File: src/aesPkg.sv
package aesPkg;

    // ========================================================================
    // Block geometry
    // ========================================================================

    localparam int AesWidth  = 128;
    localparam int AesRounds = 10;

    typedef logic [AesWidth-1:0] aesBlock_t;

    // The cipher state as one flat block or as four columns of four bytes.
    // col[3] is column 0 and within a column byte [3] is row 0, so the
    // flat view keeps the FIPS-197 byte order with byte 0 most significant
    typedef union packed {
        aesBlock_t            flat;
        logic [3:0][3:0][7:0] col;
    } aesState_t;

    // Entry 0 of the round constants belongs to round 1
    localparam logic [9:0][7:0] rconTable = {
        8'h36, 8'h1b, 8'h80, 8'h40, 8'h20,
        8'h10, 8'h08, 8'h04, 8'h02, 8'h01
    };

    // ========================================================================
    // GF(2^8) arithmetic
    // ========================================================================

    // Multiply by x modulo the AES polynomial x^8 + x^4 + x^3 + x + 1
    function automatic logic [7:0] xtime(input logic [7:0] b);
        return {b[6:0], 1'b0} ^ (b[7] ? 8'h1b : 8'h00);
    endfunction

    function automatic logic [7:0] gfMul(input logic [7:0] a, input logic [7:0] b);
        logic [7:0] acc;
        logic [7:0] term;
        acc  = 8'h00;
        term = a;
        for (int i = 0; i < 8; i++) begin
            if (b[i]) begin
                acc = acc ^ term;
            end
            term = xtime(term);
        end
        return acc;
    endfunction

    // S-box built from the multiplicative inverse followed by the affine map.
    // The inverse is b^254, collected as b^2 * b^4 * ... * b^128, which maps 0 to 0
    function automatic logic [7:0] subByte(input logic [7:0] b);
        logic [7:0] power;
        logic [7:0] inv;
        logic [7:0] res;
        power = b;
        inv   = 8'h01;
        for (int i = 1; i < 8; i++) begin
            power = gfMul(power, power);
            inv   = gfMul(inv, power);
        end
        for (int i = 0; i < 8; i++) begin
            res[i] = inv[i] ^ inv[(i + 4) % 8] ^ inv[(i + 5) % 8]
                     ^ inv[(i + 6) % 8] ^ inv[(i + 7) % 8];
        end
        return res ^ 8'h63;
    endfunction

    // ========================================================================
    // Round steps
    // ========================================================================

    // One column times the fixed matrix {02 03 01 01} with row 0 in the top byte
    function automatic logic [31:0] mixColumn(input logic [31:0] column);
        logic [7:0] a0;
        logic [7:0] a1;
        logic [7:0] a2;
        logic [7:0] a3;
        a0 = column[31:24];
        a1 = column[23:16];
        a2 = column[15:8];
        a3 = column[7:0];
        return {xtime(a0) ^ xtime(a1) ^ a1 ^ a2 ^ a3,
                a0 ^ xtime(a1) ^ xtime(a2) ^ a2 ^ a3,
                a0 ^ a1 ^ xtime(a2) ^ xtime(a3) ^ a3,
                xtime(a0) ^ a0 ^ a1 ^ a2 ^ xtime(a3)};
    endfunction

    function automatic logic [31:0] subWord(input logic [31:0] word);
        return {subByte(word[31:24]), subByte(word[23:16]),
                subByte(word[15:8]), subByte(word[7:0])};
    endfunction

    // One step of the AES-128 key expansion with word 0 in the top 32 bits
    function automatic aesBlock_t nextRoundKey(input aesBlock_t prevKey,
                                               input logic [7:0] rcon);
        logic [31:0] w0;
        logic [31:0] w1;
        logic [31:0] w2;
        logic [31:0] w3;
        logic [31:0] temp;
        temp = subWord({prevKey[23:0], prevKey[31:24]}) ^ {rcon, 24'h000000};
        w0   = prevKey[127:96] ^ temp;
        w1   = prevKey[95:64] ^ w0;
        w2   = prevKey[63:32] ^ w1;
        w3   = prevKey[31:0] ^ w2;
        return {w0, w1, w2, w3};
    endfunction

endpackage

File: src/blockBuffer.sv
`timescale 1ns/1ps

module blockBuffer
    import aesPkg::*;
#(
    parameter int Depth = 2
) (
    input  logic      Clock,
    input  logic      rstN,
    input  aesBlock_t inData,
    input  logic      inValid,
    output logic      inReady,
    output aesBlock_t outData,
    output logic      outValid,
    input  logic      outReady
);

    localparam int PtrWidth   = (Depth > 1) ? $clog2(Depth) : 1;
    localparam int CountWidth = $clog2(Depth + 1);
    localparam logic [PtrWidth-1:0] LastIdx = PtrWidth'(Depth - 1);

    aesBlock_t             mem [Depth];
    logic [PtrWidth-1:0]   wrPtr;
    logic [PtrWidth-1:0]   rdPtr;
    logic [CountWidth-1:0] count;
    logic                  wrEn;
    logic                  rdEn;

    assign inReady  = count < CountWidth'(Depth);
    assign outValid = count != '0;
    assign outData  = mem[rdPtr];

    assign wrEn = inValid && inReady;
    assign rdEn = outValid && outReady;

    always_ff @(posedge Clock) begin
        if (wrEn) begin
            mem[wrPtr] <= inData;
        end
    end

    // Pointers wrap at Depth, which need not be a power of two
    always_ff @(posedge Clock) begin
        if (!rstN) begin
            wrPtr <= '0;
            rdPtr <= '0;
            count <= '0;
        end else begin
            if (wrEn) begin
                wrPtr <= (wrPtr == LastIdx) ? '0 : wrPtr + 1'b1;
            end
            if (rdEn) begin
                rdPtr <= (rdPtr == LastIdx) ? '0 : rdPtr + 1'b1;
            end
            if (wrEn && !rdEn) begin
                count <= count + 1'b1;
            end else if (rdEn && !wrEn) begin
                count <= count - 1'b1;
            end
        end
    end

endmodule

File: config.mk
export PLATFORM = sky130hd
export DESIGN_NAME = blockBuffer
export DESIGN_NICKNAME = d
export VERILOG_FILES = /design/src/aesPkg.sv /design/src/blockBuffer.sv
export SDC_FILE = /design/constraint.sdc
export NUM_CORES = 1
export LEC_CHECK = 0
export ABC_AREA = 1
export BUFFER_PORTS_ARGS = -buffer_cell sky130_fd_sc_hd__buf_2
export CAP_MARGIN = 20
export CORE_ASPECT_RATIO = 2
export CORE_UTILIZATION = 58
export CTS_BUF_LIST = sky130_fd_sc_hd__clkbuf_2
export CTS_CLUSTER_DIAMETER = 50
export CTS_CLUSTER_SIZE = 24
export DETAILED_ROUTE_END_ITERATION = 10
export MAX_ROUTING_LAYER = met4
export PLACE_DENSITY = 0.85
export SETUP_SLACK_MARGIN = 0.05
export SYNTH_ARGS = -nofsm -noshare
export SYNTH_HDL_FRONTEND = slang
export SYNTH_SLANG_ARGS = --single-unit
File: constraint.sdc
create_clock -name Clock -period 14.58 [get_ports Clock]
set_clock_uncertainty 0.05 [all_clocks]
set_input_delay 0.729 -clock Clock [delete_from_list [all_inputs] [get_ports Clock]]
set_output_delay 0.729 -clock Clock [all_outputs]
set_load 0.02 [all_outputs]
==> impl_metrics.tcl <==
set metrics [dict create \
    die_h_um 183 \
    setup_violations 0 \
    dr.pass1.iters 5 \
    wl_um 20600 \
    die_x_um 92.7 \
    viasPerCell 5.29 \
    die_area_um2 17000 \
    first_iter_violations 295 \
    drive_gt1_share_pct 52.2 \
    place_ws_ns 11.48 \
    placedCellCount 889 \
    nets 932 \
    grt_overflow_total 0 \
    utilization_pct 74.7 \
    synth_most_common_cell "edfxtp_1" \
    hold_class "input pin to flop" \
    grt_max_degree 71 \
    syn_nets 566 \
    ys_ff_latch 261 \
    cts_buffers 14 \
    period_needed_ns 3.96 \
    synth.cell_area_um2 9540 \
    critPathArrivalTime_ns 3.18 \
    start_util_pct 58.9 \
    ys_seq_area_share_pct 81.6 \
    pwr-share-seq_pct 55.3 \
    pwr-share-clk_pct 12.9 \
    worstHoldStart "inData[77]" \
    syn_avg_cell_area_um2 22.0 \
    synth_edf_count 256 \
    fmaxAchievable_ghz 0.252 \
    p_sw_mw 0.593 \
    cp-start-kind "flop" \
    whs_ns 0.0977 \
    yosysWarnings 0 \
    syn_inst 433 \
    ys.flop_type "edfxtp_1" \
    grt_pass1_wl_um 30100 \
    antenna_found_initial 2 \
    synth_cell_types 14 \
    status "finished clean" \
    p_int_mw 1.23 \
    final_area_um2 12100 \
    syn2layout_area_growth_pct 26.7 \
    peakVddDrop_v 0.000192 \
    grt_pass1_vias 5842 \
    gp_congestion 0.760 \
    pwr-share-comb_pct 31.7 \
    portBuffers 261 \
    post-dp-hpwl_um 12900 \
    track_usage_pct 24.5 \
    crit_path_end_kind "output pin" \
    switching_share_pct 32.6 \
    p_leak_nw 4.54 \
    clkTransAtPathRegs_ns 0.38 \
    io_pins 262 \
    num_rows 66 \
    routedWlPerCell_um 20.3 \
    antenna_left 0 \
    vias 5362 \
    cts_tree "yes" \
    finalCritPeriodShare_pct 27.2 \
    netlist_top_cells_area "edfxtp_1, mux2_2, clkbuf_8" \
    synth_top_area_share_pct 80.6 \
    p_per_area_nw_per_um2 151 \
    setup_slack_ns 10.62 \
    stdcell_count 1013 \
    yosys-top-cells-count "edfxtp_1, mux2_2, clkbuf_8, inv_1, nand2_1" \
    hold_viol_final 0 \
    yosysTopAreaCell "edfxtp_1" \
    crit_path_max_fanout 70 \
    max_slew.worst_pin.slew_ns 0.932 \
    place_area_um2 11000 \
    root_buffer "clkbuf_2" \
    ys_async_sr_fraction_pct 0 \
    finalPower_mw 1.82 \
    clockBufferDepth 3 \
    reg2reg_slack_ns 11.73 \
    core_area_um2 16200 \
    drv_cap 0 \
    drv_slew 0 \
    rsz0062_at_grt "false" \
    critical_path_class "flop to output pin" \
    clock-sinks 261 \
    htree_num_levels 1 \
    required_ns 13.80 \
    slew-limit-headroom_pct 37.9 \
    clk_latency_ns 0.76 \
    tns_ns 0 \
    drc 0 \
    reg2reg_from "count[1]" \
]
[cell type report]
type	instances	area (um^2)
Multi-Input combinational cell	150	1560
Inverter	8	30.0
Tap cell	204	255
Timing Repair Buffer	364	2320
Sequential cell	261	7790
Antenna cell	2	5.00
Clock inverter	1	5.00
Clock buffer	23	115
Fill cell	948	4100
[registers in the layout, indices dropped and copies added, names as in the netlist, named ones only]
register	flops
rdPtr	1
wrPtr	1
count	2
mem	256
[power by group through the flow]
stage	sequential (mW)	clock, mW	combinational (mW)
final	1.01	0.235	0.578
after global routing	1.02	0.269	0.608
after CTS	1.01	0.246	0.571
after detailed placement	1.02	0	0.548
after global placement	1.02	0	0.535
after floorplan	1.02	0	0.403
[critical path, stage by stage (launching register included)]
cell and delay, ns:
dfxtp_4 0.92, buf_4 0.82, mux2_2 0.45, buf_2 0.17
[path summary, 6_finish.rpt]
path                      end  cells after the start
setup reg to reg  mem[1][123]                      5
hold reg to reg          flop                      3
hold / removal     mem[1][77]                      1
setup / recovery  outData[61]                      3
[layout by cell type, fill, tap and decap left out]
master	count
buf_2	261
edfxtp_1	256
mux2_2	128
dlygate4sd3_1	98
clkbuf_2	23
inv_1	8
nand2_1	8
buf_4	5
nor2_1	4
dfxtp_1	4
diode_2	2
nor2_4	2
o21ai_0	2
a21oi_1	2
o21a_1	1
nand3_1	1
nand4_1	1
ha_1	1
dfxtp_4	1
clkinv_2	1
[per-layer routing]
metal | vias to the layer above | share of wire [%] | GRT usage (%)
li1 | 2420 | - | -
met1 | 2655 | 33 | 24.8
met2 | 219 | 58 | 45.7
met3 | 68 | 4.5 | 2.90
met5 | - | 0 | -
met4 | 0 | 5.0 | 11.8
[cell families (layout without fill, tap and decap cells)]
logic type / count (synthesis) / after routing / share of synthesized area, %
compound gates: 5 / 5 / 0.289
fa+ha+maj: 1 / 1 / 0.131
buf+inv: 22 / 396 / 2.18
flops: 261 / 261 / 81.6
mux: 128 / 128 / 15.1
other cells: 0 / 2 / 0
simple gates: 16 / 16 / 0.669
[what timing repair did]
| item | 4_1_cts | 5_1_grt |
|---|---|---|
| setup buffers | 0 | 0 |
| hold buffers | 94 | 4 |
| endpoints found under the setup margin | 0 | 0 |
| endpoints found under the hold margin | 177 | 7 |
| gates resized for setup | 0 | 0 |
Power figures use the tool's default switching activity.
