### config.mk
export PLATFORM = sky130hd
export DESIGN_NAME = widthFunnel
export DESIGN_NICKNAME = d
export VERILOG_FILES = /design/src/aesPkg.sv /design/src/widthFunnel.sv
export SDC_FILE = /design/constraint.sdc
export NUM_CORES = 1
export LEC_CHECK = 0
export BUFFER_PORTS_ARGS = -buffer_cell sky130_fd_sc_hd__buf_2
export CAP_MARGIN = 30
export CORE_ASPECT_RATIO = 1.5
export CORE_UTILIZATION = 55
export CTS_BUF_LIST = sky130_fd_sc_hd__clkbuf_8
export DETAILED_ROUTE_END_ITERATION = 8
export PLACE_DENSITY = 0.93
export SETUP_SLACK_MARGIN = 0.15
export SLEW_MARGIN = 10
export SYNTH_ARGS = -nofsm -noshare
export SYNTH_HDL_FRONTEND = slang
export SYNTH_SLANG_ARGS = --single-unit
### constraint.sdc
create_clock -name Clock -period 18 [get_ports Clock]
set_clock_uncertainty 0.1 [all_clocks]
set_input_delay 1.8 -clock Clock [delete_from_list [all_inputs] [get_ports Clock]]
set_output_delay 1.8 -clock Clock [all_outputs]
set_load 0.01 [all_outputs]
### src/aesPkg.sv
package aesPkg;

    // ========================================================================
    // Block geometry
    // ========================================================================

    localparam int AesWidth  = 128;
    localparam int AesRounds = 10;

    typedef logic [AesWidth-1:0] aesBlock_t;

    // The cipher state as one flat block or as four columns of four bytes.
    // col[3] is column 0 and within a column byte [3] is row 0, so the
    // flat view keeps the FIPS-197 byte order with byte 0 most significant
    typedef union packed {
        aesBlock_t            flat;
        logic [3:0][3:0][7:0] col;
    } aesState_t;

    // Entry 0 of the round constants belongs to round 1
    localparam logic [9:0][7:0] rconTable = {
        8'h36, 8'h1b, 8'h80, 8'h40, 8'h20,
        8'h10, 8'h08, 8'h04, 8'h02, 8'h01
    };

    // ========================================================================
    // GF(2^8) arithmetic
    // ========================================================================

    // Multiply by x modulo the AES polynomial x^8 + x^4 + x^3 + x + 1
    function automatic logic [7:0] xtime(input logic [7:0] b);
        return {b[6:0], 1'b0} ^ (b[7] ? 8'h1b : 8'h00);
    endfunction

    function automatic logic [7:0] gfMul(input logic [7:0] a, input logic [7:0] b);
        logic [7:0] acc;
        logic [7:0] term;
        acc  = 8'h00;
        term = a;
        for (int i = 0; i < 8; i++) begin
            if (b[i]) begin
                acc = acc ^ term;
            end
            term = xtime(term);
        end
        return acc;
    endfunction

    // S-box built from the multiplicative inverse followed by the affine map.
    // The inverse is b^254, collected as b^2 * b^4 * ... * b^128, which maps 0 to 0
    function automatic logic [7:0] subByte(input logic [7:0] b);
        logic [7:0] power;
        logic [7:0] inv;
        logic [7:0] res;
        power = b;
        inv   = 8'h01;
        for (int i = 1; i < 8; i++) begin
            power = gfMul(power, power);
            inv   = gfMul(inv, power);
        end
        for (int i = 0; i < 8; i++) begin
            res[i] = inv[i] ^ inv[(i + 4) % 8] ^ inv[(i + 5) % 8]
                     ^ inv[(i + 6) % 8] ^ inv[(i + 7) % 8];
        end
        return res ^ 8'h63;
    endfunction

    // ========================================================================
    // Round steps
    // ========================================================================

    // One column times the fixed matrix {02 03 01 01} with row 0 in the top byte
    function automatic logic [31:0] mixColumn(input logic [31:0] column);
        logic [7:0] a0;
        logic [7:0] a1;
        logic [7:0] a2;
        logic [7:0] a3;
        a0 = column[31:24];
        a1 = column[23:16];
        a2 = column[15:8];
        a3 = column[7:0];
        return {xtime(a0) ^ xtime(a1) ^ a1 ^ a2 ^ a3,
                a0 ^ xtime(a1) ^ xtime(a2) ^ a2 ^ a3,
                a0 ^ a1 ^ xtime(a2) ^ xtime(a3) ^ a3,
                xtime(a0) ^ a0 ^ a1 ^ a2 ^ xtime(a3)};
    endfunction

    function automatic logic [31:0] subWord(input logic [31:0] word);
        return {subByte(word[31:24]), subByte(word[23:16]),
                subByte(word[15:8]), subByte(word[7:0])};
    endfunction

    // One step of the AES-128 key expansion with word 0 in the top 32 bits
    function automatic aesBlock_t nextRoundKey(input aesBlock_t prevKey,
                                               input logic [7:0] rcon);
        logic [31:0] w0;
        logic [31:0] w1;
        logic [31:0] w2;
        logic [31:0] w3;
        logic [31:0] temp;
        temp = subWord({prevKey[23:0], prevKey[31:24]}) ^ {rcon, 24'h000000};
        w0   = prevKey[127:96] ^ temp;
        w1   = prevKey[95:64] ^ w0;
        w2   = prevKey[63:32] ^ w1;
        w3   = prevKey[31:0] ^ w2;
        return {w0, w1, w2, w3};
    endfunction

endpackage

### src/widthFunnel.sv
`timescale 1ns/1ps

module widthFunnel
    import aesPkg::*;
#(
    parameter int OutWidth = 32
) (
    input  logic                Clock,
    input  logic                rstN,
    input  aesBlock_t           inData,
    input  logic                inValid,
    output logic                inReady,
    output logic [OutWidth-1:0] outData,
    output logic                outValid,
    input  logic                outReady
);

    localparam int Chunks   = AesWidth / OutWidth;
    localparam int IdxWidth = (Chunks > 1) ? $clog2(Chunks) : 1;
    localparam logic [IdxWidth-1:0] LastChunk = IdxWidth'(Chunks - 1);

    aesBlock_t           shiftReg;
    logic [IdxWidth-1:0] chunkIdx;
    logic                full;
    logic                outFire;
    logic                lastChunk;
    logic                load;

    // The current chunk always sits in the low bits of the block register
    assign outData  = shiftReg[OutWidth-1:0];
    assign outValid = full;

    assign outFire   = full && outReady;
    assign lastChunk = chunkIdx == LastChunk;
    assign inReady   = !full || (outFire && lastChunk);
    assign load      = inValid && inReady;

    always_ff @(posedge Clock) begin
        if (load) begin
            shiftReg <= inData;
        end else if (outFire) begin
            shiftReg <= shiftReg >> OutWidth;
        end
    end

    always_ff @(posedge Clock) begin
        if (!rstN) begin
            full     <= 1'b0;
            chunkIdx <= '0;
        end else if (load) begin
            full     <= 1'b1;
            chunkIdx <= '0;
        end else if (outFire) begin
            // Last chunk gone and nothing new arriving, so the funnel drains
            if (lastChunk) begin
                full <= 1'b0;
            end else begin
                chunkIdx <= chunkIdx + 1'b1;
            end
        end
    end

endmodule

==> qor.yml, run 1 <==
worst_path_most_repeated_cell: "buf_2"
die_w_um: 85.3
critPathKind: "input pin to primary output"
final_area_um2: 6770
drive_gt1_share_pct: 63.7
fin_nets: 591
port-buffer-count: 165
antenna_found_initial: 2
drtIter0Drc: 209
cts_buffers: 17
place_hpwl_mm: 6.85
slew_headroom_pct: 46.4
critPathMaxStageDelay_ps: 320
crit_arrival_ps: 2430
grt_setup_unrepaired: "no"
grt-ovfl-total: 0
combPwrFrac_pct: 11.0
tightest_slew_ps: 804
power_leakage_uw: 0.00286
internal_power_uw: 554
nFillCells: 690
synthesis.nets: 452
status: "finished clean"
die_h_um: 127
syn-cell-area_um2: 5720
p_clk_share_pct: 35.1
clk_path_buf_depth: 2
switching_power_uw: 153
grt_pass1_wl_mm: 14.9
yosysWarnings: 0
slowest_stage: "a21bo_4"
layout_common_cells: "165 x buf_2, 128 x edfxtp_1, 79 x mux2_2"
cts_resized: 0
crit_chain: "buf_2 -> a21bo_4 -> buf_2"
path_max_fanout: 35
clock_sinks: 131
drt-vias-per-instance: 5.20
ir_drop_uv: 56.4
cts-root-buf: "clkbuf_8"
area_delta_synth_final_pct: 18.5
yosysSeqAreaShare_pct: 68.3
synth_cells: 319
gp_congestion: 0.733
cts_tree: "done"
grt_pass1_vias: 3065
setup.worst_path.start_class: "input pin"
grt_max_degree: 66
globalRouteTotalUtil_pct: 19.1
wire_per_inst_um: 16.7
min_period_ps: 4330
fmax_ghz: 0.231
h-tree-depth: 4
hold_class: "flip-flop to flip-flop"
ios: 166
maxSlewViolCount: 0
final_common_cell: "buf_2"
dieArea_um2: 10800
ant_nets: 0
ys_ff_latch: 131
insertion_delay_ps: 440
via_count: 3068
synth.distinct_cells: 18
worstSetupEndpointType: "primary output"
cts_hold_buf: 0
clk_pin_slew_ps: 70
cap_viol_max_count: 0
period_share_pct: 24.1
dpl_cell_area_um2: 6360
design.core.area_um2: 10100
post-cts-setup-buffers: 0
drc: 0
syn_area_per_cell_um2: 17.9
first_pass_iters: 4
seq_power_share_pct: 53.9
tns_ps: 0
setup_viol: 0
start_util_pct: 56.4
p_sw_share_pct: 21.6
hold_violations: 0
crit_required_ps: 16100
wl_mm: 9.85
power.density_nw_per_um2: 104
rows: 45
-- layout make-up --
cell class / instances / area [µm²] / area share, %
Sequential cell: 131 / 3900 / 57.6
Multi-Input combinational cell: 139 / 1460 / 21.5
Timing Repair Buffer: 168 / 848 / 12.5
Clock buffer: 18 / 248 / 3.66
Clock inverter: 14 / 163 / 2.40
Tap cell: 117 / 146 / 2.16
Antenna cell: 2 / 5.00 / 0.0739
Inverter: 1 / 3.75 / 0.0554
-- stage by stage --
step | hold WS (ps) | power [µW] | std cells | util, % | setup WS, ps
floorplan | 423 | 452 | 319 | - | 6340
global placement | 429 | 460 | 556 | 62.7 | 13700
detailed placement | 431 | 465 | 556 | 62.7 | 13630
CTS | 452 | 712 | 588 | 66.8 | 13680
global route | 459 | 733 | 590 | 66.8 | 13620
finish | 447 | 707 | 590 | 66.8 | 13670
-- power by group through the flow --
stage               Combinational (µW)  Clock, µW  Sequential [µW]
finish                            77.6        248              381
CTS                               78.2        253              381
global placement                  74.1          0              386
floorplan                         60.3          0              392
global route                      84.3        265              383
detailed placement                77.6          0              387
-- logic make-up (layout without fill, tap and decap cells) --
logic type               count (synthesis)  after routing  synth area share, %
other                                    0              2                    0
adder cells (fa/ha/maj)                  1              1                0.219
XOR/XNOR                                 1              1                0.153
buffers and inverters                   49            201                 6.46
AND/OR/NAND/NOR                         37             37                 4.11
multiplexers                            97             97                 20.3
flip-flops                             131            131                 68.3
AO/OA/AOI/OAI                            3              3                0.503
-- synth_stat cells, drive strengths merged --
library cell	n	area [µm²]
and3	34	213
a21bo	1	16.3
o21ai	1	5.00
nand3b	1	7.51
dfxtp	3	60.1
inv	1	3.75
mux2	97	1160
clkbuf	6	22.5
buf	42	343
xnor2	1	8.76
edfxtp	128	3840
a21boi	1	7.51
nand2	2	15.0
ha	1	12.5
-- critical path: cells and delay by family --
family | cells | cell delay [ps]
compound gates | 1 | 320
buf+inv | 2 | 310
-- path summary, 6_finish.rpt --
kind	to	cells past startpoint	startpoint	slack (ps)
setup reg to reg	shiftReg[13]$_DFFE_PP_	5	chunkIdx[0]$_SDFFE_PP0P_	15120
hold / removal	shiftReg[3]$_DFFE_PP_	1	shiftReg[35]$_DFFE_PP_	450
hold reg to reg	shiftReg[3]$_DFFE_PP_	1	shiftReg[35]$_DFFE_PP_	450
setup / recovery	inReady	3	outReady	13670
-- per-layer routing --
metal / wire length (µm) / vias to the layer above / share of wire [%] / GRT usage, %
li1: - / 1468 / - / -
met1: 3740 / 1442 / 38 / 21.2
met5: 0 / - / 0 / 0
met4: 415 / 0 / 4.2 / 12.6
met2: 5180 / 125 / 53 / 31.8
met3: 505 / 33 / 5.1 / 5.60
-- registers in the layout, summed over array words and instances, names as in the netlist --
| register | flops |
|---|---|
| chunkIdx | 2 |
| outValid | 1 |
| shiftReg | 128 |
Power figures use the tool's default switching activity.
==> run 2: changes to the inputs <==
--- a/config.mk
+++ b/config.mk
@@ -8,10 +8,10 @@
 export BUFFER_PORTS_ARGS = -buffer_cell sky130_fd_sc_hd__buf_2
 export CAP_MARGIN = 30
 export CORE_ASPECT_RATIO = 1.5
-export CORE_UTILIZATION = 55
+export CORE_UTILIZATION = 48
 export CTS_BUF_LIST = sky130_fd_sc_hd__clkbuf_8
 export DETAILED_ROUTE_END_ITERATION = 8
-export PLACE_DENSITY = 0.93
+export PLACE_DENSITY = 0.87
 export SETUP_SLACK_MARGIN = 0.15
 export SLEW_MARGIN = 10
 export SYNTH_ARGS = -nofsm -noshare
==> constraint.sdc (replaced) <==
create_clock -name Clock -period 3.7 [get_ports Clock]
set_clock_uncertainty 0.1 [all_clocks]
set_input_delay 0.37 -clock Clock [delete_from_list [all_inputs] [get_ports Clock]]
set_output_delay 0.37 -clock Clock [all_outputs]
set_load 0.01 [all_outputs]
==> qor.yml, run 2 (same netlist as run 1, synthesis figures left out) <==
instances_no_fill: 623  # +5.6%
wire_per_inst_um: 16.2  # -2.8%
regMostFlops: "shiftReg"
power.density_nw_per_um2: 509  # +390%
seqCellArea_um2: 3900  # unchanged
rows: 48  # +6.7%
status: "finished clean"
drc: 0  # unchanged
slew_headroom_pct: 45.3  # -1.1 points
grt_setup_unrepaired: "no"
globalRouteTotalUtil_pct: 16.6  # -2.5 points
clk_path_buf_depth: 2  # unchanged
grt-ovfl-total: 0  # unchanged
cts_resized: 0  # unchanged
drive_gt1_share_pct: 62.7  # -0.98 points
h-tree-depth: 4  # unchanged
hold_class: "input pin to flip-flop"
die_h_um: 136  # +6.9%
cts_tree: "done"
layout_common_cells: "165 x buf_2, 128 x edfxtp_1, 79 x mux2_2"
p_total_uw: 3480  # +390%
antenna_found_initial: 0  # -2
port-buffer-count: 165  # unchanged
r2r_slack_ps: 1190  # -13,930 ps
hold_ws_ps: 103  # -343 ps
cts_buffers: 17  # unchanged
tns_ps: 0  # unchanged
design.core.area_um2: 11500  # +14%
setup.worst_path.start_class: "flip-flop"
min_period_ps: 2510
nFillCells: 909  # +32%
wl_mm: 10.1  # +2.7%
tightest_slew_ps: 820  # +16.4 ps
ios: 166  # unchanged
gp_congestion: 0.714  # -2.5%
clk_pin_slew_ps: 70  # about the same
period_share_pct: 67.8
drt-vias-per-instance: 4.89  # -6.0%
crit_arrival_ps: 2580  # +150 ps
die_w_um: 91.1  # +6.9%
cap_viol_max_count: 0  # unchanged
crit_required_ps: 3770  # -12,330 ps
largest_reg_flops: 128  # unchanged
post-cts-setup-buffers: 0  # unchanged
critPathKind: "flip-flop to flip-flop"
drtIter0Drc: 155  # -26%
ant_nets: 0  # unchanged
ir_drop_uv: 276  # +390%
start_util_pct: 49.6  # -6.8 points
worstSetupStartpoint: "chunkIdx[0]$_SDFFE_PP0P_"
via_count: 3044  # -0.78%
hold_violations: 0  # unchanged
dieArea_um2: 12400  # +14%
r2r_cells: 5  # unchanged
r2r_start: "chunkIdx[0]$_SDFFE_PP0P_"
final_common_cell: "buf_2"
dp_cells: 590  # +6.1%
fmax_ghz: 0.399
area_delta_synth_final_pct: 19.7
grt_max_degree: 68  # +3.0%
grt_pass1_vias: 3087  # +0.72%
maxSlewViolCount: 0  # unchanged
multi_input_area_um2: 1460  # unchanged
fin_nets: 592  # +0.17%
path_max_fanout: 40  # +14%
r2r-end: "shiftReg[24]$_DFFE_PP_"
cts_hold_buf: 0  # unchanged
cts-root-buf: "clkbuf_8"
insertion_delay_ps: 420  # -20 ps
place_hpwl_mm: 7.09  # +3.6%
first_pass_iters: 4  # unchanged
grt_pass1_wl_mm: 15.0  # +0.83%
setup_viol: 0  # unchanged
worstSetupEndpointType: "flip-flop"
clock_sinks: 131  # unchanged
power_leakage_uw: 0.00290  # +1.2%
crit_path_end: "shiftReg[24]$_DFFE_PP_"
## run 2: cell types whose count changed in the layout (fill, tap and decap cells not counted)
cell        change
inv_1           +5
clkinv_2        -3
clkinvlp_4      -2
buf_12          +1
bufinv_16       +1
clkinv_4        -1
diode_2         -1
## run 2: cell type report
cell class              count  area share [%]
clock inverters            14            2.52
repair buffers            169            12.7
well taps                 150            2.74
inverters                   1          0.0549
diodes                      1          0.0366
flip-flops and latches    131            57.0
multi-input cells         139            21.3
clock buffers              18            3.62
## run 2: how the worst min path moves through the flow
stage / slack (ps) / start / depth (start not counted) / endpoint
after global routing: 90 / rstN / 2 / chunkIdx[0]$_SDFFE_PP0P_
after floorplan: 420 / rstN / 1 / chunkIdx[0]$_SDFFE_PP0P_
final: 100 / rstN / 2 / chunkIdx[1]$_SDFFE_PP0P_
after CTS: 70 / rstN / 2 / chunkIdx[1]$_SDFFE_PP0P_
after detailed placement: 430 / shiftReg[99]$_SDFFCE_PN0P_ / 1 / shiftReg[67]$_DFFE_PP_
after global placement: 430 / shiftReg[39]$_DFFE_PP_ / 1 / shiftReg[7]$_DFFE_PP_
## run 2: per-layer routing
metal | vias to the layer above | GRT usage [%] | wire, µm
li1 | 1469 | - | -
met1 | 1426 | 19.0 | 3900
met2 | 127 | 27.7 | 5370
met3 | 22 | 4.55 | 499
met4 | 0 | 10.4 | 342
met5 | - | 0 | 0
## run 2: critical path, stage by stage (launching register included)
cell     delay (ps)
dfxtp_1         330
ha_1            230
a21bo_4         330
nand2_4         500
buf_4           370
mux2_2          380
## run 2: per-stage QoR
step	instance area (µm²)	setup slack [ps]	util [%]
after floorplan	5730	668	-
after global placement	6420	1310	55.7
after detailed placement	6420	1200	55.7
after CTS	6840	1200	59.3
after global routing	6840	1070	59.3
final	6840	1190	59.3
## run 2: where the power goes
group | total (µW) | internal [µW] | leakage (µW) | switching [µW]
clock | 1250 | 738 | 0.000225 | 508
sequential | 1850 | 1810 | 0.00129 | 40.5
combinational | 382 | 207 | 0.00139 | 175
total | 3480 | 2760 | 0.00290 | 724
